==> src/verilog/osd_pkg.sv <==
// ======================================================================
// Overlay geometry, datapath widths and serial command codes
// ======================================================================

package osd_pkg;

	// Overlay window size in pixels and lines.
	localparam int osd_width = 256;
	localparam int osd_height = 128;

	// Pixel and line counters cover sync periods up to 1023.
	localparam int cnt_w = 10;

	// One analog color channel.
	localparam int color_w = 6;

	// 2048-byte bitmap, eight blocks of 256 bytes.
	localparam int buf_addr_w = 11;

	// Command byte 0010_0bbb selects block bbb for writing.
	localparam logic [4:0] cmd_write = 5'b00100;

	// Command byte 0100_xxxe sets the overlay enable to e.
	localparam logic [3:0] cmd_enable = 4'b0100;

endpackage

==> src/verilog/osd_mix.sv <==
`timescale 1ns/1ps

module osd_mix #(
	parameter logic [2:0] osd_color = 3'd1
) (
	input  logic                        pclk,
	input  logic                        ss,
	input  logic [osd_pkg::color_w-1:0] red,
	input  logic [osd_pkg::color_w-1:0] green,
	input  logic [osd_pkg::color_w-1:0] blue,
	input  logic                        hs,
	input  logic                        vs,
	input  logic                        win_active,
	input  logic                        osd_pixel,
	input  logic                        scanline,
	input  logic                        scanline_ena,
	input  logic                        osd_enable,
	output logic [osd_pkg::color_w-1:0] red_out,
	output logic [osd_pkg::color_w-1:0] green_out,
	output logic [osd_pkg::color_w-1:0] blue_out,
	output logic                        hs_out,
	output logic                        vs_out
);

	localparam int cw = osd_pkg::color_w;

	logic dim;
	logic overlay;

	// Overlay keeps the top three bits of the video so it looks translucent.
	function automatic logic [cw-1:0] mix_chan(input logic [cw-1:0] chan, input logic dim_on,
		input logic ovl_on, input logic pix, input logic key);
		logic [cw-1:0] base;
		base = dim_on ? {1'b0, chan[cw-1:1]} : chan;
		return ovl_on ? {pix, pix, key, base[cw-1 -: 3]} : base;
	endfunction

	assign dim = scanline & scanline_ena;
	assign overlay = win_active & osd_enable;

	always_ff @(posedge pclk or posedge ss) begin
		if (ss) begin
			red_out <= '0;
			green_out <= '0;
			blue_out <= '0;
			hs_out <= 1'b0;
			vs_out <= 1'b0;
		end else begin
			red_out <= mix_chan(red, dim, overlay, osd_pixel, osd_color[2]);
			green_out <= mix_chan(green, dim, overlay, osd_pixel, osd_color[1]);
			blue_out <= mix_chan(blue, dim, overlay, osd_pixel, osd_color[0]);
			hs_out <= hs;
			vs_out <= vs;
		end
	end

endmodule

==> config.mk <==
export PLATFORM = sky130hd
export DESIGN_NAME = osd_mix
export DESIGN_NICKNAME = d
export VERILOG_FILES = /design/src/verilog/osd_pkg.sv /design/src/verilog/osd_mix.sv
export SDC_FILE = /design/constraint.sdc
export NUM_CORES = 1
export LEC_CHECK = 0
export BUFFER_PORTS_ARGS = -buffer_cell sky130_fd_sc_hd__buf_2
export CAP_MARGIN = 20
export CORE_MARGIN = 8
export CORE_UTILIZATION = 44
export DETAILED_ROUTE_END_ITERATION = 10
export PLACE_DENSITY = 0.78
export SETUP_SLACK_MARGIN = 0.3
export SYNTH_ARGS = -nofsm -noshare
export SYNTH_HDL_FRONTEND = slang
export SYNTH_SLANG_ARGS = --single-unit
==> constraint.sdc <==
create_clock -name pclk -period 0.8 [get_ports pclk]
set_input_delay 0 -clock pclk [delete_from_list [all_inputs] [get_ports pclk]]
set_output_delay 0 -clock pclk [all_outputs]
set_load 0.01 [all_outputs]
# Yosys cells after proc, flatten, opt, wreduce, memory -nomap -nowiden
# Cells that the tools add are included.
# totals
reg_bits,20
in_bits,27
out_inout_bits,20
elab_cells,13
# classes
n_mux,6
bitwise_logic,2
# ops
op,count
$mux 6,6
$and 1x1->1,2

# Logic depth before layout (Yosys ltp)
# Gate-level depths: netlist (run 1).
# logic_depth
ltp_word,3
ltp_mapped,5
depth_no_buf,3

# Worst setup path after synthesis (run 1)
# Ideal clock, no wire load.
# synth_timing
path_type,input port to flip-flop
from,input scanline
to,register blue_out[2] in the netlist's numbering
setup_time_ns,0.123
t_arrival_ns,0.593
required_ns,0.677
path_slack_ns,0.084
stages,5
n_path_buf,2
path_cell_list,buf_6 -> nand2_8 -> buf_12 -> mux2i_1 -> o2bb2ai_1
# synth_between
elab_chain_len,3
# synth_lines
element,line,text
start: declaration,osd_mix.sv:15,"input logic scanline,"
$and 1x1->1,osd_mix.sv:38,assign dim = scanline & scanline_ena;
$mux 6,osd_mix.sv:34,"base = dim_on ? {1'b0, chan[cw-1:1]} : chan;"
$mux 6,osd_mix.sv:35,"return ovl_on ? {pix, pix, key, base[cw-1 -: 3]} : base;"
end signal: assignment,osd_mix.sv:51,"blue_out <= mix_chan(blue, dim, overlay, osd_pixel, osd_color[0]);"
end: declaration,osd_mix.sv:20,"output logic [osd_pkg::color_w-1:0] blue_out,"
# Every way passes these cells.

# Worst setup path after layout (run 1)
# layout_timing
from,register blue_out[3] in the netlist's numbering
to,output blue_out[3] in the netlist's numbering
# No word-level cell between the ends.

==> results of run 1 <==
[sequential cells by signal (all words and copies together), names as in the netlist]
name,flops
blue_out,6
green_out,6
red_out,6
hs_out,1
vs_out,1
[worst max path at each step]
| stage | end | start | cells past startpoint | slack, ps |
|---|---|---|---|---|
| 2_1_floorplan | blue_out[2] | scanline_ena | 5 | 100 |
| 3_3_place_gp | red_out[1] | scanline_ena | 4 | -60 |
| 3_5_place_dp | blue_out[4] | scanline_ena | 4 | -50 |
| 4_1_cts | blue_out[3] | blue_out[3] | 1 | -30 |
| 5_1_grt | blue_out[3] | blue_out[3] | 1 | -50 |
| 6_report | blue_out[3] | blue_out[3] | 1 | -20 |
[metrics by stage]
step / hold WS [ps] / std cells / setup WS (ps)
6_report: -45.6 / 152 / -24.5
5_1_grt: -34.8 / 152 / -50.0
4_1_cts: -48.3 / 151 / -27.1
3_5_place_dp: 42.0 / 143 / -54.0
3_3_place_gp: 26.1 / 143 / -59.1
2_1_floorplan: -36.2 / 71 / 100
[final cells by class]
| type | count | share of cell area |
|---|---|---|
| inverters | 1 | 0.00282 |
| well taps | 27 | 0.0254 |
| repair buffers | 53 | 0.248 |
| clock buffers | 4 | 0.0273 |
| multi-input cells | 47 | 0.320 |
| flip-flops and latches | 20 | 0.376 |
[power breakdown]
group	leakage [nW]	internal (W)	switching, W
logic	0.397	0.000269	0.000286
registers	0.235	0.00110	0.0000219
clock network	0.0210	0.000277	0.000290
[routing by layer]
| layer | vias to the layer above | share of wire | GRT usage |
|---|---|---|---|
| met4 | 0 | 0.011 | 0.0584 |
| met1 | 379 | 0.39 | 0.155 |
| met3 | 2 | 0.093 | 0.0267 |
| li1 | 374 | - | - |
| met5 | - | 0 | 0 |
| met2 | 38 | 0.51 | 0.202 |
[cell families after synthesis]
logic type / synth area share
buffers and inverters: 0.0675
flip-flops: 0.540
AND/OR/NAND/NOR: 0.104
multiplexers: 0.0972
AO/OA/AOI/OAI: 0.192
[cell usage in the layout, fill, tap and decap left out]
cell type      count
buf_2             41
dfrtp_1           20
a21oi_1           10
and3_2             6
a211oi_2           6
mux2i_2            5
buf_4              4
buf_6              4
nor2_1             3
mux2i_1            3
o2bb2ai_1          3
a31o_2             3
clkbuf_4           3
dlygate4sd3_1      3
nand2_1            2
nand2_8            2
and2_1             1
mux2i_4            1
and3_1             1
inv_1              1
clkbuf_8           1
nand2_4            1
buf_12             1
[Yosys cell counts]
| library cell | count |
|---|---|
| a31o_2 | 3 |
| and3_2 | 6 |
| a211oi_2 | 6 |
| buf_2 | 1 |
| inv_1 | 1 |
| nor2_1 | 3 |
| a21oi_1 | 10 |
| buf_12 | 1 |
| buf_6 | 3 |
| nand2_8 | 1 |
| o2bb2ai_1 | 3 |
| and3_1 | 1 |
| dfrtp_1 | 20 |
| and2_1 | 1 |
| nand2_1 | 2 |
| mux2i_1 | 9 |
[what timing repair did]
action                     CTS  global route
pin swaps                    1             1
hold endpoints to repair    31             5
resized for setup            1            15
cloned                       1             1
setup endpoints to repair   29            52
==> flow_metrics.py, run 1 <==
metrics = {
    "detailed_routing": {
        "vias": 793,
        "ant_nets": 0,
        "drtPass1Iterations": 4,
        "wl_um": 2450,
        "drc_errors": 0,
        "drt_iter0_markers": 18,
        "post_drt_wl_per_cell_um": 16.1,
        "vias_per_cell": 5.22,
    },
    "clock_network": {
        "cts_buffers": 3,
        "cts_setup_buffers": 0,
        "holdBufCountCts": 3,
        "clock_path_buffers": 2,
        "clockRootBuffer": "clkbuf_4",
        "clk_pin_slew_ps": 110,
        "cts_tree": "done",
        "cts_sinks": 20,
        "htree_levels": 1,
    },
    "logic_synthesis": {
        "synth_nets": 98,
        "syn_inst": 71,
        "syn_avg_cell_area_um2": 13.1,
        "yosysUniqueCellTypes": 16,
        "synth_area_leaders": "dfrtp_1 54%, mux2i_1 9.7%, a211oi_2 8.1%, a21oi_1 5.4%, and3_2 4.9%",
        "yosysSeqAreaShare": 0.540,
        "yosysWarnings": 0,
        "synth.top_cell.area_share": 0.540,
        "yosysTopAreaCell": "dfrtp_1",
        "synth-seq-cells": 20,
        "syn_area_um2": 927,
    },
    "floorplan": {
        "die_w_um": 61.9,
        "die_area_um2": 3830,
        "num_rows": 16,
        "ios": 47,
        "core_um2": 1980,
        "floorplan.initialDensity": 0.468,
        "die_height_um": 61.9,
    },
    "global_routing": {
        "overflow": 0,
        "grt_pass1_vias": 818,
        "grt_pass1_wl_um": 3640,
        "antenna_found_initial": 0,
        "gr-usage-all-layers": 0.125,
        "grt_max_degree": 21,
    },
    "min_path": {
        "hold_class": "in2reg",
        "hold_depth": 2,
        "hp-start": "blue[5]",
        "holdPathEnd": "blue_out[2]",
    },
    "setup_path": {
        "path_cells": "buf_2",
        "cp_data_required_time_ps": 800,
        "critical-path-top-delay-family": "flip-flops",
        "crit_fanout": 1,
        "arrival_ps": 820,
        "critPathKind": "reg2out",
        "max_stage_delay_ps": 390,
        "slowest_stage": "dfrtp_1",
        "crit_path_start_kind": "register",
        "cp-end-kind": "output port",
        "crit_buf_inv": 1,
    },
    "final_layout": {
        "drive_gt1_frac": 0.624,
        "finalInstanceArea_um2": 1330,
        "seq_area_um2": 500,
        "num_antenna_cells": 0,
        "fill_cells": 151,
        "multi_input_area_um2": 427,
        "post-route-util": 0.672,
        "area_growth_pct": 43.6,
        "layout.nets": 153,
    },
    "power_and_ir_drop": {
        "power-per-cell-area_nw_per_um2": 1690,
        "total_power_w": 0.00224,
        "cellLeakagePower_nw": 0.653,
        "irDropWorstVdd_mv": 1.03,
    },
    "status": {
        "violations": "negative hold slack, negative setup slack",
        "status": "finished with violations",
    },
    "timing": {
        "finalSetupTns_ps": -32.8,
        "finalMaxSlewViolations": 0,
        "relSlewSlack": 0.794,
        "period_minus_slack_ps": 825,
        "fin_crit_sh": 1.03,
        "worst_slack_ps": -24.5,
        "fin_hold_ws_ps": -45.6,
        "rsz0062_at_grt": "yes",
        "hold_violations": 6,
        "worstMarginPinSlew_ps": 309,
        "setup_viol": 5,
        "clock.fmax_mhz": 1210,
    },
    "placed_design": {
        "gp_congestion": 0.746,
        "hpwl_um": 1750,
        "io_buffers": 46,
        "placed_area_um2": 1170,
    },
    "flow_run": {
        "cap_violations": 0,
    },
}
Power figures use the tool's default switching activity.
==> inputs of run 2 (changes only) <==
--- a/config.mk
+++ b/config.mk
@@ -10,7 +10,7 @@
 export CORE_MARGIN = 8
 export CORE_UTILIZATION = 44
 export DETAILED_ROUTE_END_ITERATION = 10
-export PLACE_DENSITY = 0.78
+export PLACE_DENSITY = 0.81
 export SETUP_SLACK_MARGIN = 0.3
 export SYNTH_ARGS = -nofsm -noshare
 export SYNTH_HDL_FRONTEND = slang
==> constraint.sdc (replaced) <==
create_clock -name pclk -period 0.8 [get_ports pclk]
set_input_delay 0.04 -clock pclk [delete_from_list [all_inputs] [get_ports pclk]]
set_output_delay 0.04 -clock pclk [all_outputs]
set_load 0.01 [all_outputs]
==> run 2 against run 1 <==
- the flow finishes with violations (negative setup slack)
- setup slack worse by 21 ps
- sequential share of layout area down 2.3 points
- hold slack better by 58 ps
- utilization up 4.4 points
- largest cell class unchanged
==> flow_metrics.py, run 2 (synthesized netlist as in run 1, its figures left out) <==
metrics = {
    "status": {
        "status": "finished with violations",
        "violations": "negative setup slack",
    },
    "timing": {
        "hold_violations": 0,
        "setup_viol": 20,
        "period_minus_slack_ps": 846,
        "rsz0062_at_grt": "yes",
        "worst_slack_ps": -45.6,
        "worstMarginPinSlew_ps": 215,
        "relSlewSlack": 0.852,
        "clock.fmax_mhz": 1180,
        "fin_crit_sh": 1.06,
        "finalMaxSlewViolations": 0,
        "fin_hold_ws_ps": 12.7,
    },
    "final_layout": {
        "instances_no_fill": 156,
        "top_regs": "blue_out x6, green_out x6, red_out x6",
        "area_growth_pct": 52.9,
        "most-common-layout-cells": "40 x buf_2, 20 x dfrtp_1, 7 x a21oi_1, 7 x buf_6",
        "num_antenna_cells": 0,
        "drive_gt1_frac": 0.659,
        "final_common_cell": "buf_2",
        "layout.nets": 158,
    },
    "global_routing": {
        "antenna_found_initial": 0,
        "gr-usage-all-layers": 0.136,
        "grt_pass1_vias": 849,
        "grt_pass1_wl_um": 3910,
        "overflow": 0,
        "grt_max_degree": 13,
    },
    "power_and_ir_drop": {
        "p_clk_frac": 0.203,
        "cellLeakagePower_nw": 0.713,
        "power-per-cell-area_nw_per_um2": 1540,
        "seq_power_share": 0.513,
        "combPwrFrac": 0.284,
        "irDropWorstVdd_mv": 0.690,
        "p_int_w": 0.00158,
        "sw_frac_of_total": 0.275,
        "switchingPower_w": 0.000599,
    },
    "setup_path": {
        "crit_path_start_kind": "register",
        "cp-endpoint": "red_out[1]",
        "max_stage_delay_ps": 380,
        "slowest_stage": "dfrtp_1",
        "path_cells": "buf_2",
        "arrival_ps": 810,
        "critical_path_depth": 1,
        "critPathKind": "reg2out",
        "crit_fanout": 1,
        "crit_buf_inv": 1,
        "critical-path-top-delay-family": "flip-flops",
        "startpoint": "red_out[1]",
        "cp_data_required_time_ps": 760,
        "cp-end-kind": "output port",
    },
    "floorplan": {
        "die_w_um": 61.9,
        "die_area_um2": 3830,
        "floorplan.initialDensity": 0.468,
        "num_rows": 16,
        "ios": 47,
        "core_um2": 1980,
        "die_height_um": 61.9,
    },
    "clock_network": {
        "clk_pin_slew_ps": 100,
        "cts_buffers": 3,
        "cts_tree": "done",
        "clockRootBuffer": "clkbuf_4",
        "cts_sinks": 20,
        "htree_levels": 1,
        "clock_path_buffers": 2,
    },
    "detailed_routing": {
        "post_drt_wl_per_cell_um": 17.7,
        "vias": 821,
        "drtPass1Iterations": 4,
        "wl_um": 2750,
        "vias_per_cell": 5.26,
        "drt_iter0_markers": 12,
        "ant_nets": 0,
        "drc_errors": 0,
    },
    "placed_design": {
        "placed_cells": 144,
        "io_buffers": 46,
        "gp_congestion": 0.789,
        "hpwl_um": 1780,
    },
    "min_path": {
        "hold_class": "in2reg",
    },
    "flow_run": {
        "cap_violations": 0,
    },
}
run 2: worst min-delay path by stage:
| stage | from | end | slack, ps | cells after the start |
|---|---|---|---|---|
| 2_1_floorplan | ss | blue_out[0] | 4 | 1 |
| 3_3_place_gp | ss | blue_out[4] | 30 | 3 |
| 3_5_place_dp | ss | blue_out[4] | 40 | 3 |
| 4_1_cts | blue[5] | blue_out[2] | -10 | 2 |
| 5_1_grt | blue[5] | blue_out[2] | 20 | 2 |
| 6_report | blue[5] | blue_out[2] | 10 | 2 |
run 2: cell type report:
class / count / area [um2]
repair buffers: 58 / 412
flip-flops and latches: 20 / 500
fillers: 133 / 564
multi-input cells: 47 / 445
inverters: 1 / 3.75
well taps: 27 / 33.8
clock buffers: 3 / 22.5
run 2: power groups by stage:
stage	clock network, W	logic [W]	registers, W
after detailed placement	0	0.000477	0.00114
after global placement	0	0.000473	0.00114
final	0.000442	0.000621	0.00112
after floorplan	0	0.000224	0.00119
after CTS	0.000458	0.000573	0.00112
after global routing	0.000498	0.000665	0.00113
run 2: timing repair:
action                     in CTS  in global routing
gates cloned                    2                  0
setup endpoints to repair      34                 45
setup buffers                   4                  0
hold buffers                    3                  0
hold endpoints to repair       23                  0
pin swaps                       4                  3
resized for setup              14                 13
run 2: metal layers:
metal  track usage  vias to the layer above  wire (um)
met2         0.223                       34       1400
li1              -                      378          -
met5             0                        -          0
met4        0.0552                        0         56
met3        0.0329                        6        244
met1         0.167                      403       1050
run 2: metrics by stage:
stage	utilization	setup slack (ps)	total power (W)	TNS [ps]	instance area [um2]
final	0.715	-45.6	0.00218	-484	1420
after global placement	0.597	-68.3	0.00161	-331	1180
after detailed placement	0.597	-87.0	0.00162	-666	1180
after CTS	0.684	-48.9	0.00215	-736	1360
after floorplan	-	60.2	0.00142	0	941
after global routing	0.715	-79.4	0.00229	-1240	1420
==> inputs of run 3 (changes only) <==
--- a/config.mk
+++ b/config.mk
@@ -5,10 +5,11 @@
 export SDC_FILE = /design/constraint.sdc
 export NUM_CORES = 1
 export LEC_CHECK = 0
+export ABC_AREA = 1
 export BUFFER_PORTS_ARGS = -buffer_cell sky130_fd_sc_hd__buf_2
 export CAP_MARGIN = 20
 export CORE_MARGIN = 8
-export CORE_UTILIZATION = 44
+export CORE_UTILIZATION = 45
 export DETAILED_ROUTE_END_ITERATION = 10
 export PLACE_DENSITY = 0.81
 export SETUP_SLACK_MARGIN = 0.3
==> run 3 against run 2 <==
- the run still ends with negative setup slack left
- setup slack improved by 14 ps
- final area fell by 3.0%
- global-route usage fell by 2.1 points
- power fell by 4.7%
- critical path depth did not move
- flip-flop and latch count did not move
- fmax rose by 1.7%
- wire length fell by 16%
- hold slack improved by 3.8 ps
==> flow_metrics.py, run 3 <==
metrics = {
    "timing": {
        "hold_violations": 0,
        "fin_hold_ws_ps": 16.5,
        "rsz0062_at_grt": "yes",
        "finalMaxSlewViolations": 0,
        "clock.fmax_mhz": 1200,
        "worstMarginPinSlew_ps": 229,
        "relSlewSlack": 0.847,
        "finalSetupTns_ps": -348,
        "fin_crit_sh": 1.04,
        "setup_viol": 20,
        "period_minus_slack_ps": 831,
        "worst_slack_ps": -31.5,
    },
    "power_and_ir_drop": {
        "switchingPower_w": 0.000569,
        "p_clk_frac": 0.201,
        "cellLeakagePower_nw": 0.820,
        "combPwrFrac": 0.261,
        "power-per-cell-area_nw_per_um2": 1510,
        "seq_power_share": 0.538,
        "irDropWorstVdd_mv": 0.752,
        "p_int_w": 0.00151,
        "total_power_w": 0.00208,
        "sw_frac_of_total": 0.273,
    },
    "setup_path": {
        "startpoint": "hs_out",
        "max_stage_delay_ps": 380,
        "crit_path_start_kind": "register",
        "cp-end-kind": "output port",
        "critical-path-top-delay-family": "flip-flops",
        "crit_fanout": 1,
        "crit_buf_inv": 1,
        "cp_data_required_time_ps": 760,
        "path_cells": "buf_2",
        "slowest_stage": "dfrtp_1",
        "arrival_ps": 790,
        "critPathKind": "reg2out",
    },
    "global_routing": {
        "grt_pass1_vias": 957,
        "antenna_found_initial": 0,
        "overflow": 0,
        "grt_pass1_wl_um": 3890,
        "gr-usage-all-layers": 0.115,
        "grt_max_degree": 22,
    },
    "detailed_routing": {
        "drc_errors": 0,
        "vias": 958,
        "drt_iter0_markers": 24,
        "drtPass1Iterations": 4,
        "wl_um": 2320,
        "vias_per_cell": 4.70,
        "ant_nets": 0,
        "post_drt_wl_per_cell_um": 11.4,
    },
    "logic_synthesis": {
        "syn_avg_cell_area_um2": 8.03,
        "synth-async-reset-ratio": 1.00,
        "synthTopCellsByCount": "39 x nand3_1, 30 x nand2_1, 20 x dfrtp_1, 20 x inv_1, 6 x nand2_2",
        "synth_nets": 153,
        "syn_inst": 126,
        "synth-seq-cells": 20,
        "synthFlopType": "dfrtp_1",
        "syn_area_um2": 1010,
        "synth_area_leaders": "dfrtp_1 49%, nand3_1 19%, nand2_1 11%, inv_1 7.4%, buf_6 4.4%",
        "yosysTopAreaCell": "dfrtp_1",
        "yosysSeqAreaShare": 0.494,
        "synth.top_cell.area_share": 0.494,
        "yosysMostFrequentCell": "nand3_1",
        "yosysWarnings": 0,
        "synth_edf_count": 0,
        "yosysUniqueCellTypes": 10,
    },
    "clock_network": {
        "cts_setup_buffers": 0,
        "cts_buffers": 3,
        "clockRootBuffer": "clkbuf_4",
        "htree_levels": 1,
        "cts_sinks": 20,
        "cts_tree": "done",
        "clock_path_buffers": 2,
        "clk_pin_slew_ps": 90,
    },
    "status": {
        "status": "finished with violations",
        "violations": "negative setup slack",
    },
    "final_layout": {
        "layout.nets": 205,
        "num_antenna_cells": 0,
        "drive_gt1_frac": 0.398,
        "most-common-layout-cells": "44 x buf_2, 33 x nand3_1, 29 x nand2_1",
        "fill_cells": 210,
        "area_growth_pct": 35.8,
        "final_common_cell": "buf_2",
        "instances_no_fill": 204,
        "post-route-util": 0.634,
        "top_regs": "blue_out x6, green_out x6, red_out x6",
    },
    "floorplan": {
        "die_area_um2": 4020,
        "core_um2": 2170,
        "die_height_um": 63.4,
        "num_rows": 17,
        "die_w_um": 63.4,
        "ios": 47,
        "floorplan.initialDensity": 0.467,
    },
    "placed_design": {
        "gp_congestion": 0.907,
        "io_buffers": 46,
        "placed_cells": 198,
        "hpwl_um": 1830,
    },
    "min_path": {
        "hp-start": "green[5]",
        "hold_class": "in2reg",
    },
    "flow_run": {
        "cap_violations": 0,
    },
}
run 3: cell types whose count changed in the layout (fill, tap and decap cells not counted), moves of 7 or more:
cell,before,now
nand3_1,0,33
nand2_1,2,29
inv_1,1,19
a21oi_1,7,0
nand2_2,0,7
run 3: cells by family (layout without fill, tap and decap cells):
| group | after synthesis | count (layout) | share of synthesized area |
|---|---|---|---|
| buffers and inverters | 28 | 78 | 0.146 |
| AND/OR/NAND/NOR | 78 | 78 | 0.360 |
| flip-flops | 20 | 20 | 0.494 |
run 3: final timing paths:
path                                end  cells past startpoint
min in group asynchronous        vs_out                      3
min                        green_out[5]                      3
max in group asynchronous   blue_out[0]                      4
max                              hs_out                      1
run 3: routing by layer:
metal / track usage / wire, um
met1: 0.133 / 969
met2: 0.191 / 1190
met3: 0.0194 / 114
met4: 0.0724 / 47
met5: 0 / 0
run 3: what timing repair did:
item	in CTS	in global routing
resized for setup	0	9
endpoints found under the hold margin	22	20
endpoints found under the setup margin	20	43
hold buffers	3	1
run 3: cell type report:
cell class | instances | area [um2] | share of cell area
Sequential cell | 20 | 500 | 0.364
Multi-Input combinational cell | 78 | 405 | 0.295
Timing Repair Buffer | 55 | 337 | 0.245
Inverter | 20 | 75.1 | 0.0546
Tap cell | 28 | 35.0 | 0.0255
Clock buffer | 3 | 22.5 | 0.0164
run 3: per-stage QoR:
stage / area (um2) / setup WS (ps)
final: 1380 / -31.5
after global placement: 1280 / 69.3
after detailed placement: 1280 / 34.0
after global routing: 1380 / -78.6
after CTS: 1340 / -45.9
after floorplan: 1050 / 170
run 3: power by group through the flow:
| stage | logic, W | registers [W] | clock network (W) |
|---|---|---|---|
| 2_1_floorplan | 0.000262 | 0.00120 | 0 |
| 3_3_place_gp | 0.000499 | 0.00114 | 0 |
| 4_1_cts | 0.000521 | 0.00112 | 0.000448 |
| 3_5_place_dp | 0.000509 | 0.00114 | 0 |
| 5_1_grt | 0.000603 | 0.00113 | 0.000475 |
| 6_report | 0.000543 | 0.00112 | 0.000418 |
