**config.mk**
```make
export PLATFORM = sky130hd
export DESIGN_NAME = osd_spi_rx
export DESIGN_NICKNAME = d
export VERILOG_FILES = /design/src/verilog/osd_pkg.sv /design/src/verilog/osd_spi_rx.sv
export SDC_FILE = /design/constraint.sdc
export NUM_CORES = 1
export LEC_CHECK = 0
export BUFFER_PORTS_ARGS = -buffer_cell sky130_fd_sc_hd__buf_2
export CAP_MARGIN = 15
export CORE_UTILIZATION = 50
export DETAILED_ROUTE_END_ITERATION = 8
export PLACE_DENSITY = 0.75
export SLEW_MARGIN = 0
export SYNTH_ARGS = -nofsm -noshare
export SYNTH_HDL_FRONTEND = slang
export SYNTH_SLANG_ARGS = --single-unit
```
**constraint.sdc**
```tcl
create_clock -name pclk -period 5.3 [get_ports pclk]
set_clock_uncertainty 0.05 [all_clocks]
set_input_delay 0.53 -clock pclk [delete_from_list [all_inputs] [get_ports pclk]]
set_output_delay 0.53 -clock pclk [all_outputs]
set_load 0.05 [all_outputs]
```
**src/verilog/osd_pkg.sv**
```systemverilog
// ======================================================================
// Overlay geometry, datapath widths and serial command codes
// ======================================================================

package osd_pkg;

	// Overlay window size in pixels and lines.
	localparam int osd_width = 256;
	localparam int osd_height = 128;

	// Pixel and line counters cover sync periods up to 1023.
	localparam int cnt_w = 10;

	// One analog color channel.
	localparam int color_w = 6;

	// 2048-byte bitmap, eight blocks of 256 bytes.
	localparam int buf_addr_w = 11;

	// Command byte 0010_0bbb selects block bbb for writing.
	localparam logic [4:0] cmd_write = 5'b00100;

	// Command byte 0100_xxxe sets the overlay enable to e.
	localparam logic [3:0] cmd_enable = 4'b0100;

endpackage

```
**src/verilog/osd_spi_rx.sv**
```systemverilog
`timescale 1ns/1ps

module osd_spi_rx (
	input  logic                          pclk,
	input  logic                          ss,
	input  logic                          spi_sel,
	input  logic                          sck,
	input  logic                          sdi,
	output logic                          wr_en,
	output logic [osd_pkg::buf_addr_w-1:0] wr_addr,
	output logic [7:0]                    wr_data,
	output logic                          osd_enable
);

	logic [2:0] sck_sync;
	logic [1:0] sdi_sync;
	logic [1:0] sel_sync;
	logic [6:0] shift_reg;
	logic [2:0] bit_cnt;
	logic       cmd_phase;
	logic       write_mode;
	logic [osd_pkg::buf_addr_w-1:0] addr_ptr;
	logic       sck_rise;
	logic       sel_active;
	logic       byte_done;
	logic       write_byte;
	logic [7:0] rx_byte;

	// The extra sck stage gives the edge detector its previous value.
	assign sck_rise = sck_sync[1] & ~sck_sync[2];
	assign sel_active = sel_sync[1];
	assign byte_done = sel_active && sck_rise && (bit_cnt == 3'd7);
	assign write_byte = byte_done && !cmd_phase && write_mode;
	assign rx_byte = {shift_reg, sdi_sync[1]};

	always_ff @(posedge pclk or posedge ss) begin
		if (ss) begin
			sck_sync <= '0;
			sdi_sync <= '0;
			sel_sync <= '0;
			bit_cnt <= '0;
			cmd_phase <= 1'b1;
			write_mode <= 1'b0;
			addr_ptr <= '0;
			wr_en <= 1'b0;
			osd_enable <= 1'b0;
		end else begin
			sck_sync <= {sck_sync[1:0], sck};
			sdi_sync <= {sdi_sync[0], sdi};
			sel_sync <= {sel_sync[0], spi_sel};
			wr_en <= write_byte;

			if (!sel_active) begin
				// Every transfer starts over with a command byte.
				bit_cnt <= '0;
				cmd_phase <= 1'b1;
				write_mode <= 1'b0;
			end else if (sck_rise) begin
				bit_cnt <= bit_cnt + 3'd1;
				if (byte_done && cmd_phase) begin
					cmd_phase <= 1'b0;
					if (rx_byte[7:3] == osd_pkg::cmd_write) begin
						write_mode <= 1'b1;
						addr_ptr <= {rx_byte[2:0], 8'h00};
					end
					if (rx_byte[7:4] == osd_pkg::cmd_enable)
						osd_enable <= rx_byte[0];
				end
			end

			if (write_byte)
				addr_ptr <= addr_ptr + 1'b1;
		end
	end

	always_ff @(posedge pclk) begin
		if (sel_active && sck_rise)
			shift_reg <= rx_byte[6:0];
		if (write_byte) begin
			wr_addr <= addr_ptr;
			wr_data <= rx_byte;
		end
	end

	// The select input is still high when a byte is committed to the bitmap.
	a_wr_in_transfer: assert property (@(posedge pclk) disable iff (ss)
		wr_en |-> spi_sel);

endmodule

```
* Yosys cells after proc, flatten, opt, wreduce, memory -nomap -nowiden
Cells that the tools add are included.
** Word-level totals
- Latch bits :: 0
- Word-level logic and storage cells :: 50
- Output and inout bits :: 21
- Memory bits (read-only) :: 0
- Bits in registers :: 51
- Memories kept :: 0
- RAM bits :: 0
** Cells by class
- Multiplexer cells :: 14
- Equality and inequality tests :: 6
- Shift-type cells :: 0
- Add/subtract/negate cells :: 2
- Reductions and logical operators :: 14
- Multipliers :: 0
- Bitwise logic cells :: 2
- $lt $le $gt $ge :: 0
- Div/mod/pow operators :: 0
** Operators with widths (number)
- two-way mux 11 bit :: 5
- adder 11 x 1 -> 11 bit, second input constant :: 1
- AND reduction 4 bit :: 2
- nonzero test 2 bit :: 4
- two-way mux 1 bit :: 7
- two-way mux 3 bit :: 2
- inequality test 2 x 1 -> 1 bit, second input constant :: 3
- == test 5 x 3 -> 1 bit, second input constant :: 1
- logical AND 1 bit :: 5
- == test 4 x 3 -> 1 bit, second input constant :: 1
- adder 3 x 1 -> 3 bit, second input constant :: 1
- == test 3 bit, second input constant :: 1
- AND reduction 3 bit :: 1
- AND reduction 2 bit :: 1
- bitwise AND 1 bit :: 1
- zero test 1 bit :: 1
- inverter 1 bit :: 1

* Depth between registers and ports, before layout
Gate-level depths: netlist of run 1.
- Depth in word-level cells :: 9
- Gate-level depth with buffers :: 8

* Worst setup path before layout of run 1
Ideal clock, no wire load.
- Path type :: reg2reg
- Start point :: reg bit_cnt[0]
- End point :: reg addr_ptr[6] in the netlist's numbering
- Arrival :: 1.767 ns
- Cell stages (with the launch flop) :: 9
- Data required time :: 5.126 ns
- Setup slack :: 3.359 ns
- Cells stage by stage :: dfrtp_1 ha_1 ha_1 and4b_1 buf_6 nand2_4 inv_2 and3_1 a211o_1
** On the way
- Longest elaborated chain between the ends :: 6
- Elaborated cells on any way between the ends :: 11
- Those cells by class :: eq/ne (1); mux (1); reduce/logical (9)
** Ends and longest elaborated chain
- from (decl) :: line osd_spi_rx.sv:19 : logic [2:0] bit_cnt;
- from (signal assigned) :: line osd_spi_rx.sv:59 : bit_cnt <= bit_cnt + 3'd1;
- == test 3 bit (*) :: line osd_spi_rx.sv:32 : assign byte_done = sel_active && sck_rise && (bit_cnt == 3'd7);
- logical AND 1 bit (*) :: line osd_spi_rx.sv:32
- logical AND 1 bit (*) (2 in series) :: line osd_spi_rx.sv:33 : assign write_byte = byte_done && !cmd_phase && write_mode;
- via write_byte :: line osd_spi_rx.sv:26 : logic write_byte;
- nonzero test 2 bit (no line)
- AND reduction 4 bit (no line)
- to (signal assigned) :: line osd_spi_rx.sv:64 : addr_ptr <= {rx_byte[2:0], 8'h00};
- to (signal assigned) :: line osd_spi_rx.sv:72 : addr_ptr <= addr_ptr + 1'b1;
- to (decl) :: line osd_spi_rx.sv:22 : logic [osd_pkg::buf_addr_w-1:0] addr_ptr;
Mark *: on every way through the listed nets, which the timed path passes. The rest lies on a longest branch.
A chain may end at the register's enable or synchronous reset.

* Final worst setup path of run 1
- Start point :: reg bit_cnt[0]
- End point :: reg addr_ptr[10] in the netlist's numbering
Same word-level chain as after synthesis.

==> results.yml, run 1 <==
synthesis:
  syn_nets: 133
  synthTopCellsByCount: "26 x edfxtp_1, 24 x dfrtp_1, 5 x a21oi_1, 5 x nand2_1"
  netlist_area_um2: 1930
  synth_enable_flop_cells: 26
  synth_cells: 125
  syn_avg_cell_area_um2: 15.5
  seq_area_frac_synth: 0.729
  ys_warn_count: 0
  synthTopCellsByArea: "edfxtp_1 40%, dfrtp_1 31%, mux2i_1 2.1%"
  yosysTopAreaCellShare: 0.404
  async_reset_ff_frac: 0.490
  yosys.area.top_type: "edfxtp_1"
  synth_ff_type: "edfxtp_1"
  post_synth_num_cell_types: 39
  yosys_register_bits: 51
  yosysMostFrequentCell: "edfxtp_1"
timing:
  period_share: 0.411
  finalSetupViolCount: 0
  maxSlewViolCount: 0
  finalCriticalPeriod_ns: 2.18
  fmax_ghz: 0.459
  rsz0062_at_grt: "no"
  hold_viol: 0
  slew-limit-headroom: 0.369
  setup_tns_ns: 0
  whs_ns: 0.278
  fin_ws_ns: 3.12
  tightest_slew_ns: 0.945
pwr:
  p_switching_w: 0.000130
  pwr-share-seq: 0.656
  comb_power_share: 0.016
  swShare: 0.202
  irDropWorstVdd_v: 0.000180
  power_density_nw_per_um2: 294
  leakage_nw: 0.914
  p_clk_frac: 0.329
  intPower_w: 0.000515
cts:
  holdBufCountCts: 0
  cts_tree: "done"
  cts_resized: 0
  post_cts_buffers: 0
  htreeDepth: 2
  insertion_delay_ns: 0.30
  cts_made_buffers: 5
  clkSinkCount: 51
  path_clk_slew_ns: 0.08
  cts_root_buf: "clkbuf_8"
  clockBufferDepth: 2
floorplan:
  die_x_um: 64.2
  die_y_um: 64.2
  die_area_um2: 4120
  core-area_um2: 3690
  core.rowCount: 22
  ioPinCount: 26
  start_util: 0.524
worst_hold_path:
  min_path_type: "in -> reg"
  hold_start: "sck"
  holdPathEnd: "sck_sync[0]$_DFF_PP0_"
  hold_depth: 1
cells_and_area:
  multi_input_area_um2: 494
  final_area_um2: 2190
  n_fill_cell: 311
  final_cells: 205
  area_growth_pct: 13.6
  num-nets-final: 164
  largestRegisters: "addr_ptr (11), wr_addr (11), wr_data (8)"
  regArea_um2: 1410
  n_antenna_cell: 0
  drive_gt1_frac: 0.248
global_routing:
  grt.total_usage: 0.180
  grt_first_pass_wirelength_mm: 5.35
  grt_overflow: 0
  antenna_found_initial: 0
  first_global_vias: 1175
  grt_start_max_net_pins: 29
worst_setup_path:
  cpPeakStageDelay_ns: 0.43
  slowest_stage: "inv_2"
  rr_worst_depth: 7
  timing.rr.end: "addr_ptr[10]$_DFFE_PP0P_"
  worstPathRequired_ns: 5.45
  reg2reg_slack_ns: 3.12
  worst-path-max-fanout: 28
  worst_setup_path_end_kind: "flip-flop"
  worst_ep_arrival_time_ns: 2.33
  path_cells: "ha_1 -> ha_1 -> and4b_1 -> nand2_4 -> inv_2 -> mux2i_1 -> a32o_1"
  criticalPathCategory: "reg -> reg"
  critical_path.most_common_cell: "ha_1"
  cp-start-kind: "flip-flop"
  r2r_start: "bit_cnt[0]$_DFFE_PP0P_"
job:
  maxCapViolCount: 0
placement:
  place_ws_ns: 3.14
  dp_hpwl_mm: 2.20
  place_area_um2: 2110
  dp.cells: 197
  io_buffers: 25
  gp_congestion: 0.846
drt:
  drtAntennaViolNets: 0
  dr.pass1.iters: 4
  met1_length_mm: 1.37
  post_drt_via_cell_ratio: 5.52
  route.vias.total: 1131
  drt_iter0_drc: 67
  met2_length_mm: 1.57
  wl_per_cell_um: 15.6
  drc: 0
  met3_wirelength_um: 165
  routed_wl_mm: 3.20
  highest_layer: "met4"
outcome:
  outcome: "completed"
==> worst max-delay path, delay by kind of cell (launching register included) <==
| kind | cells | cell delay (ns) |
|---|---|---|
| adders and majority gates | 2 | 0.29 |
| and+or+nand+nor | 2 | 0.54 |
| muxes | 1 | 0.14 |
| AOI/OAI and AO/OA | 1 | 0.23 |
| buffers and inverters | 1 | 0.43 |
| DFF | 1 | 0.39 |
==> layer usage <==
| layer | vias to the layer above | GRT usage |
|---|---|---|
| li1 | 532 | - |
| met1 | 553 | 0.204 |
| met2 | 36 | 0.295 |
| met3 | 10 | 0.0625 |
| met4 | 0 | 0.106 |
| met5 | - | 0 |
==> worst max path at each step <==
| stage | start | end | slack [ns] | cells past startpoint |
|---|---|---|---|---|
| 2_1_floorplan | bit_cnt[0]$_DFFE_PP0P_ | addr_ptr[6]$_DFFE_PP0P_ | 3.36 | 8 |
| 3_3_place_gp | bit_cnt[0]$_DFFE_PP0P_ | addr_ptr[10]$_DFFE_PP0P_ | 3.23 | 7 |
| 3_5_place_dp | bit_cnt[0]$_DFFE_PP0P_ | addr_ptr[10]$_DFFE_PP0P_ | 3.14 | 7 |
| 4_1_cts | bit_cnt[0]$_DFFE_PP0P_ | addr_ptr[10]$_DFFE_PP0P_ | 3.11 | 7 |
| 5_1_grt | bit_cnt[0]$_DFFE_PP0P_ | addr_ptr[10]$_DFFE_PP0P_ | 2.95 | 7 |
| 6_report | bit_cnt[0]$_DFFE_PP0P_ | addr_ptr[10]$_DFFE_PP0P_ | 3.12 | 7 |
==> stage by stage <==
stage           util  power (W)
3_5_place_dp   0.571   0.000442
2_1_floorplan      -   0.000437
3_3_place_gp   0.571   0.000441
5_1_grt        0.595   0.000673
4_1_cts        0.595   0.000651
6_report       0.595   0.000645
==> kinds of logic after synthesis <==
kind of cell | synth area share
AOI/OAI and AO/OA | 0.0700
DFF | 0.729
xor gates and xnor gates | 0.00907
and+or+nand+nor | 0.131
adders and majority gates | 0.0194
buffers and inverters | 0.0155
muxes | 0.0266
==> cell usage in the layout (no fill, tap or decap), drive strengths merged, types with 2 or more instances in the layout <==
cell type	count
a211o	2
a21oi	5
and2	4
and3	4
and4	2
buf	25
clkbuf	5
clkinvlp	2
dfrtp	24
edfxtp	26
ha	3
inv	5
mux2i	4
nand2	6
nand3	4
nand4	3
nand4b	3
nor2	2
nor2b	3
nor3	2
nor3b	2
o21a	3
o21ai	2
==> final cells by class <==
cell class | instances | share of cell area
timing repair buffer | 25 | 0.0570
clock buffer | 5 | 0.0314
multi-input combinational | 68 | 0.225
inverter | 5 | 0.00855
tap | 48 | 0.0274
clock inverter | 3 | 0.00912
sequential | 51 | 0.641
==> power by group through the flow <==
| stage | Combinational, W | Sequential, W | Clock, W |
|---|---|---|---|
| 6_report | 0.0000100 | 0.000423 | 0.000212 |
| 5_1_grt | 0.0000114 | 0.000424 | 0.000238 |
| 4_1_cts | 0.0000103 | 0.000423 | 0.000218 |
| 3_5_place_dp | 0.0000102 | 0.000432 | 0 |
| 3_3_place_gp | 0.00000993 | 0.000431 | 0 |
| 2_1_floorplan | 0.00000716 | 0.000430 | 0 |
Note: power is estimated with default switching activity, not from simulation.
==> run 2, diff against run 1 <==
--- a/config.mk
+++ b/config.mk
@@ -9,7 +9,7 @@
 export CAP_MARGIN = 15
 export CORE_UTILIZATION = 50
 export DETAILED_ROUTE_END_ITERATION = 8
-export PLACE_DENSITY = 0.75
+export PLACE_DENSITY = 0.78
 export SLEW_MARGIN = 0
 export SYNTH_ARGS = -nofsm -noshare
 export SYNTH_HDL_FRONTEND = slang
==> constraint.sdc (replaced) <==
create_clock -name pclk -period 1.88 [get_ports pclk]
set_clock_uncertainty 0.05 [all_clocks]
set_input_delay 0.188 -clock pclk [delete_from_list [all_inputs] [get_ports pclk]]
set_output_delay 0.188 -clock pclk [all_outputs]
set_load 0.05 [all_outputs]
==> results.yml, run 2 (synthesis results as in run 1) <==
cts:
  cts_root_buf: "clkbuf_8"
  clockBufferDepth: 2
  insertion_delay_ns: 0.30
  htreeDepth: 2
  cts_made_buffers: 5
  cts_tree: "done"
  clkSinkCount: 51
  path_clk_slew_ns: 0.08
cells_and_area:
  final_area_um2: 2330
  final_cell_mix: "26 x edfxtp_1, 25 x buf_2, 24 x dfrtp_1"
  num-nets-final: 174
  n_antenna_cell: 0
  n_fill_cell: 279
  mostFrequentLayoutCell: "edfxtp_1"
  area_growth_pct: 20.5
  drive_gt1_frac: 0.287
  largestRegisters: "addr_ptr (11), wr_addr (11), wr_data (8)"
drt:
  route.vias.total: 1206
  post_drt_via_cell_ratio: 5.61
  wl_per_cell_um: 15.8
  drt_iter0_drc: 46
  drtAntennaViolNets: 0
  routed_wl_mm: 3.41
  drc: 0
  dr.pass1.iters: 4
worst_setup_path:
  worstPathRequired_ns: 2.02
  criticalPathCategory: "reg -> reg"
  worst-path-max-fanout: 14
  worst_setup_path_end_kind: "flip-flop"
  cp-start-kind: "flip-flop"
  reg2reg_slack_ns: 0.06
  worst_ep_arrival_time_ns: 1.96
placement:
  io_buffers: 25
  gp_congestion: 0.832
  place_area_um2: 2150
  dp_hpwl_mm: 2.28
  place_ws_ns: 0.0448
timing:
  finalSetupViolCount: 0
  rsz0062_at_grt: "yes"
  finalCriticalPeriod_ns: 1.82
  tightest_slew_ns: 0.477
  fin_ws_ns: 0.0596
  slew-limit-headroom: 0.680
  maxSlewViolCount: 0
  fmax_ghz: 0.549
  hold_viol: 0
  period_share: 0.968
floorplan:
  core.rowCount: 22
  ioPinCount: 26
  die_y_um: 64.2
  die_area_um2: 4120
  die_x_um: 64.2
  start_util: 0.524
  core-area_um2: 3690
worst_hold_path:
  min_path_type: "reg -> reg"
outcome:
  outcome: "completed"
global_routing:
  grt_first_pass_wirelength_mm: 5.64
  grt.total_usage: 0.188
  first_global_vias: 1226
  grt_overflow: 0
  antenna_found_initial: 0
  grt_start_max_net_pins: 26
pwr:
  irDropWorstVdd_v: 0.000463
  power_density_nw_per_um2: 837
  leakage_nw: 0.974
job:
  maxCapViolCount: 0
run 2: path summary, 6_finish.rpt:
kind                                                 to                    from  depth (start not counted)
worst max-delay path            addr_ptr[6]$_DFFE_PP0P_  bit_cnt[0]$_DFFE_PP0P_                          7
worst min-delay path              sel_sync[1]$_DFF_PP0_   sel_sync[0]$_DFF_PP0_                          0
worst max register to register  addr_ptr[6]$_DFFE_PP0P_  bit_cnt[0]$_DFFE_PP0P_                          7
worst min register to register    sel_sync[1]$_DFF_PP0_   sel_sync[0]$_DFF_PP0_                          0
max in group asynchronous         cmd_phase$_DFFE_PP1P_                      ss                          4
min in group asynchronous               wr_en$_DFF_PP0_                      ss                          4
run 2: per-stage QoR:
step | hold slack (ns) | power [W] | instances | utilization | TNS [ns]
2_1_floorplan | 0.165 | 0.00123 | 125 | - | 0
3_3_place_gp | 0.195 | 0.00125 | 202 | 0.582 | 0
3_5_place_dp | 0.199 | 0.00125 | 202 | 0.582 | 0
4_1_cts | 0.305 | 0.00196 | 214 | 0.622 | 0
5_1_grt | 0.312 | 0.00201 | 215 | 0.631 | -0.0104
6_report | 0.301 | 0.00195 | 215 | 0.631 | 0
run 2: repair_timing:
item	CTS	global route
setup buffers	0	1
hold endpoints to repair	27	0
hold buffers	4	0
endpoints found under the setup margin	0	18
resized for setup	0	8
run 2: final cells by class:
type / instances / area, µm² / area share
Sequential cell: 51 / 1410 / 0.605
Tap cell: 48 / 60.1 / 0.0258
Timing Repair Buffer: 35 / 214 / 0.0919
Clock buffer: 5 / 68.8 / 0.0296
Inverter: 5 / 26.3 / 0.0113
Multi-Input combinational cell: 68 / 512 / 0.220
Clock inverter: 3 / 38.8 / 0.0167
run 2: routing by layer:
layer,GRT usage,up-vias,part of all wire
li1,-,550,-
met1,0.210,592,0.40
met2,0.323,53,0.52
met3,0.0625,11,0.060
met4,0.0861,0,0.022
met5,0,-,0
run 2: worst max-delay path: stages (launching register included):
cell	delay (ns)
dfrtp_1	0.40
ha_1	0.20
ha_1	0.16
and4b_2	0.28
nand2_4	0.13
inv_8	0.07
and3_4	0.17
a211o_1	0.24
run 2: power breakdown:
group,switching [W],internal (W)
Sequential,0.00000962,0.00118
Clock,0.000328,0.000389
Combinational,0.0000204,0.0000190
==> run 3, diff against run 2 <==
--- a/config.mk
+++ b/config.mk
@@ -7,6 +7,7 @@
 export LEC_CHECK = 0
 export BUFFER_PORTS_ARGS = -buffer_cell sky130_fd_sc_hd__buf_2
 export CAP_MARGIN = 15
+export CORE_ASPECT_RATIO = 1.2
 export CORE_UTILIZATION = 50
 export DETAILED_ROUTE_END_ITERATION = 8
 export PLACE_DENSITY = 0.78
==> results.yml, run 3 (synthesis results as in run 1) <==
outcome:
  outcome: "completed"
cts:
  cts_made_buffers: 5
  path_clk_slew_ns: 0.08
  cts_root_buf: "clkbuf_8"
  clockBufferDepth: 2
  cts_tree: "done"
  insertion_delay_ns: 0.29
  clkSinkCount: 51
  htreeDepth: 2
global_routing:
  grt_start_max_net_pins: 26
  grt.total_usage: 0.173
  grt_overflow: 0
  first_global_vias: 1179
  grt_first_pass_wirelength_mm: 5.27
  antenna_found_initial: 0
floorplan:
  start_util: 0.527
  ioPinCount: 26
  die_y_um: 70.1
  die_area_um2: 4120
  die_x_um: 58.7
  core-area_um2: 3660
  core.rowCount: 24
worst_setup_path:
  worst-path-max-fanout: 5
  cpPeakStageDelay_ns: 0.40
  worstPathRequired_ns: 2.01
  crit_family: "flip-flops"
  criticalPathCategory: "reg -> reg"
  path_cells: "ha_2 -> ha_1 -> and4b_2 -> buf_4 -> nand4b_1 -> mux2_2"
  worst_setup_path_end_kind: "flip-flop"
  cp-start-kind: "flip-flop"
  cp_num_buf_inv: 1
  slowest_stage: "dfrtp_1"
  worst_ep_arrival_time_ns: 1.95
drt:
  dr.pass1.iters: 4
  drtAntennaViolNets: 0
  post_drt_via_cell_ratio: 5.41
  route.vias.total: 1196
  routed_wl_mm: 3.23
  wl_per_cell_um: 14.6
  drt_iter0_drc: 36
  drc: 0
timing:
  hold_viol: 0
  slew-limit-headroom: 0.569
  tightest_slew_ns: 0.640
  whs_ns: 0.301
  finalSetupViolCount: 0
  maxSlewViolCount: 0
  finalCriticalPeriod_ns: 1.82
  fmax_ghz: 0.548
  rsz0062_at_grt: "no"
  period_share: 0.970
  setup_tns_ns: 0
placement:
  place_area_um2: 2170
  gp_congestion: 0.833
  io_buffers: 25
  dp_hpwl_mm: 2.29
cells_and_area:
  mostFrequentLayoutCell: "edfxtp_1"
  final_area_um2: 2320
  final_cell_mix: "26 x edfxtp_1, 25 x buf_2, 24 x dfrtp_1, 8 x buf_4"
  n_antenna_cell: 0
  largestRegisters: "addr_ptr (11), wr_addr (11), wr_data (8)"
  area_growth_pct: 19.9
  drive_gt1_frac: 0.290
  num-nets-final: 176
job:
  maxCapViolCount: 0
pwr:
  irDropWorstVdd_v: 0.000595
  leakage_nw: 0.967
  power_density_nw_per_um2: 777
worst_hold_path:
  min_path_type: "reg -> reg"
==> run 3: cell count changes in the layout (fill, tap and decap cells not counted), sizes merged <==
cell and delta:
clkbuf +3, buf +2, clkinv -2, bufinv -1
==> run 3: worst paths after layout <==
check	start	endpoint	slack, ns	cells after the start
min in group asynchronous	ss	addr_ptr[8]$_DFFE_PP0P_	0.43	4
hold / removal	sel_sync[0]$_DFF_PP0_	sel_sync[1]$_DFF_PP0_	0.30	0
hold reg to reg	sel_sync[0]$_DFF_PP0_	sel_sync[1]$_DFF_PP0_	0.30	0
setup / recovery	bit_cnt[0]$_DFFE_PP0P_	osd_enable$_DFFE_PP0P_	0.06	6
max in group asynchronous	ss	cmd_phase$_DFFE_PP1P_	1.06	4
setup reg to reg	bit_cnt[0]$_DFFE_PP0P_	osd_enable$_DFFE_PP0P_	0.06	6
==> run 3: through the flow <==
step | power, W | setup slack, ns | cells | util
floorplan | 0.00123 | 0.0201 | 125 | -
global placement | 0.00125 | 0.119 | 208 | 0.591
detailed placement | 0.00125 | 0.00479 | 208 | 0.591
CTS | 0.00182 | 0.00220 | 220 | 0.624
global route | 0.00187 | 0.00786 | 221 | 0.632
finish | 0.00180 | 0.0561 | 221 | 0.632
==> run 3: final cells by class <==
cell class | instances | area (µm²)
Sequential cell | 51 | 1410
Fill cell | 304 | 1350
Multi-Input combinational cell | 68 | 514
Timing Repair Buffer | 37 | 225
Clock buffer | 8 | 80.1
Tap cell | 52 | 65.1
Inverter | 5 | 23.8
==> run 3: layer usage <==
layer  routed length (µm)  GRT usage  up-vias
li1                     -          -      557
met2                 1750      0.292       42
met4                   61     0.0714        0
met3                  144     0.0500        9
met5                    0          0        -
met1                 1270      0.204      588
==> run 3: power by group <==
part	total, W	switching (W)	internal, W	leakage (nW)
sequential	0.00119	0.0000106	0.00118	0.541
combinational	0.0000418	0.0000210	0.0000208	0.387
clock	0.000566	0.000301	0.000264	0.0395
total	0.00180	0.000333	0.00147	0.967
==> run 3: what timing repair did <==
action / 4_1_cts / 5_1_grt
endpoints found under the setup margin: 1 / 5
hold endpoints to repair: 27 / 0
gates resized for setup: 1 / 7
setup buffers: 0 / 1
hold buffers: 4 / 0
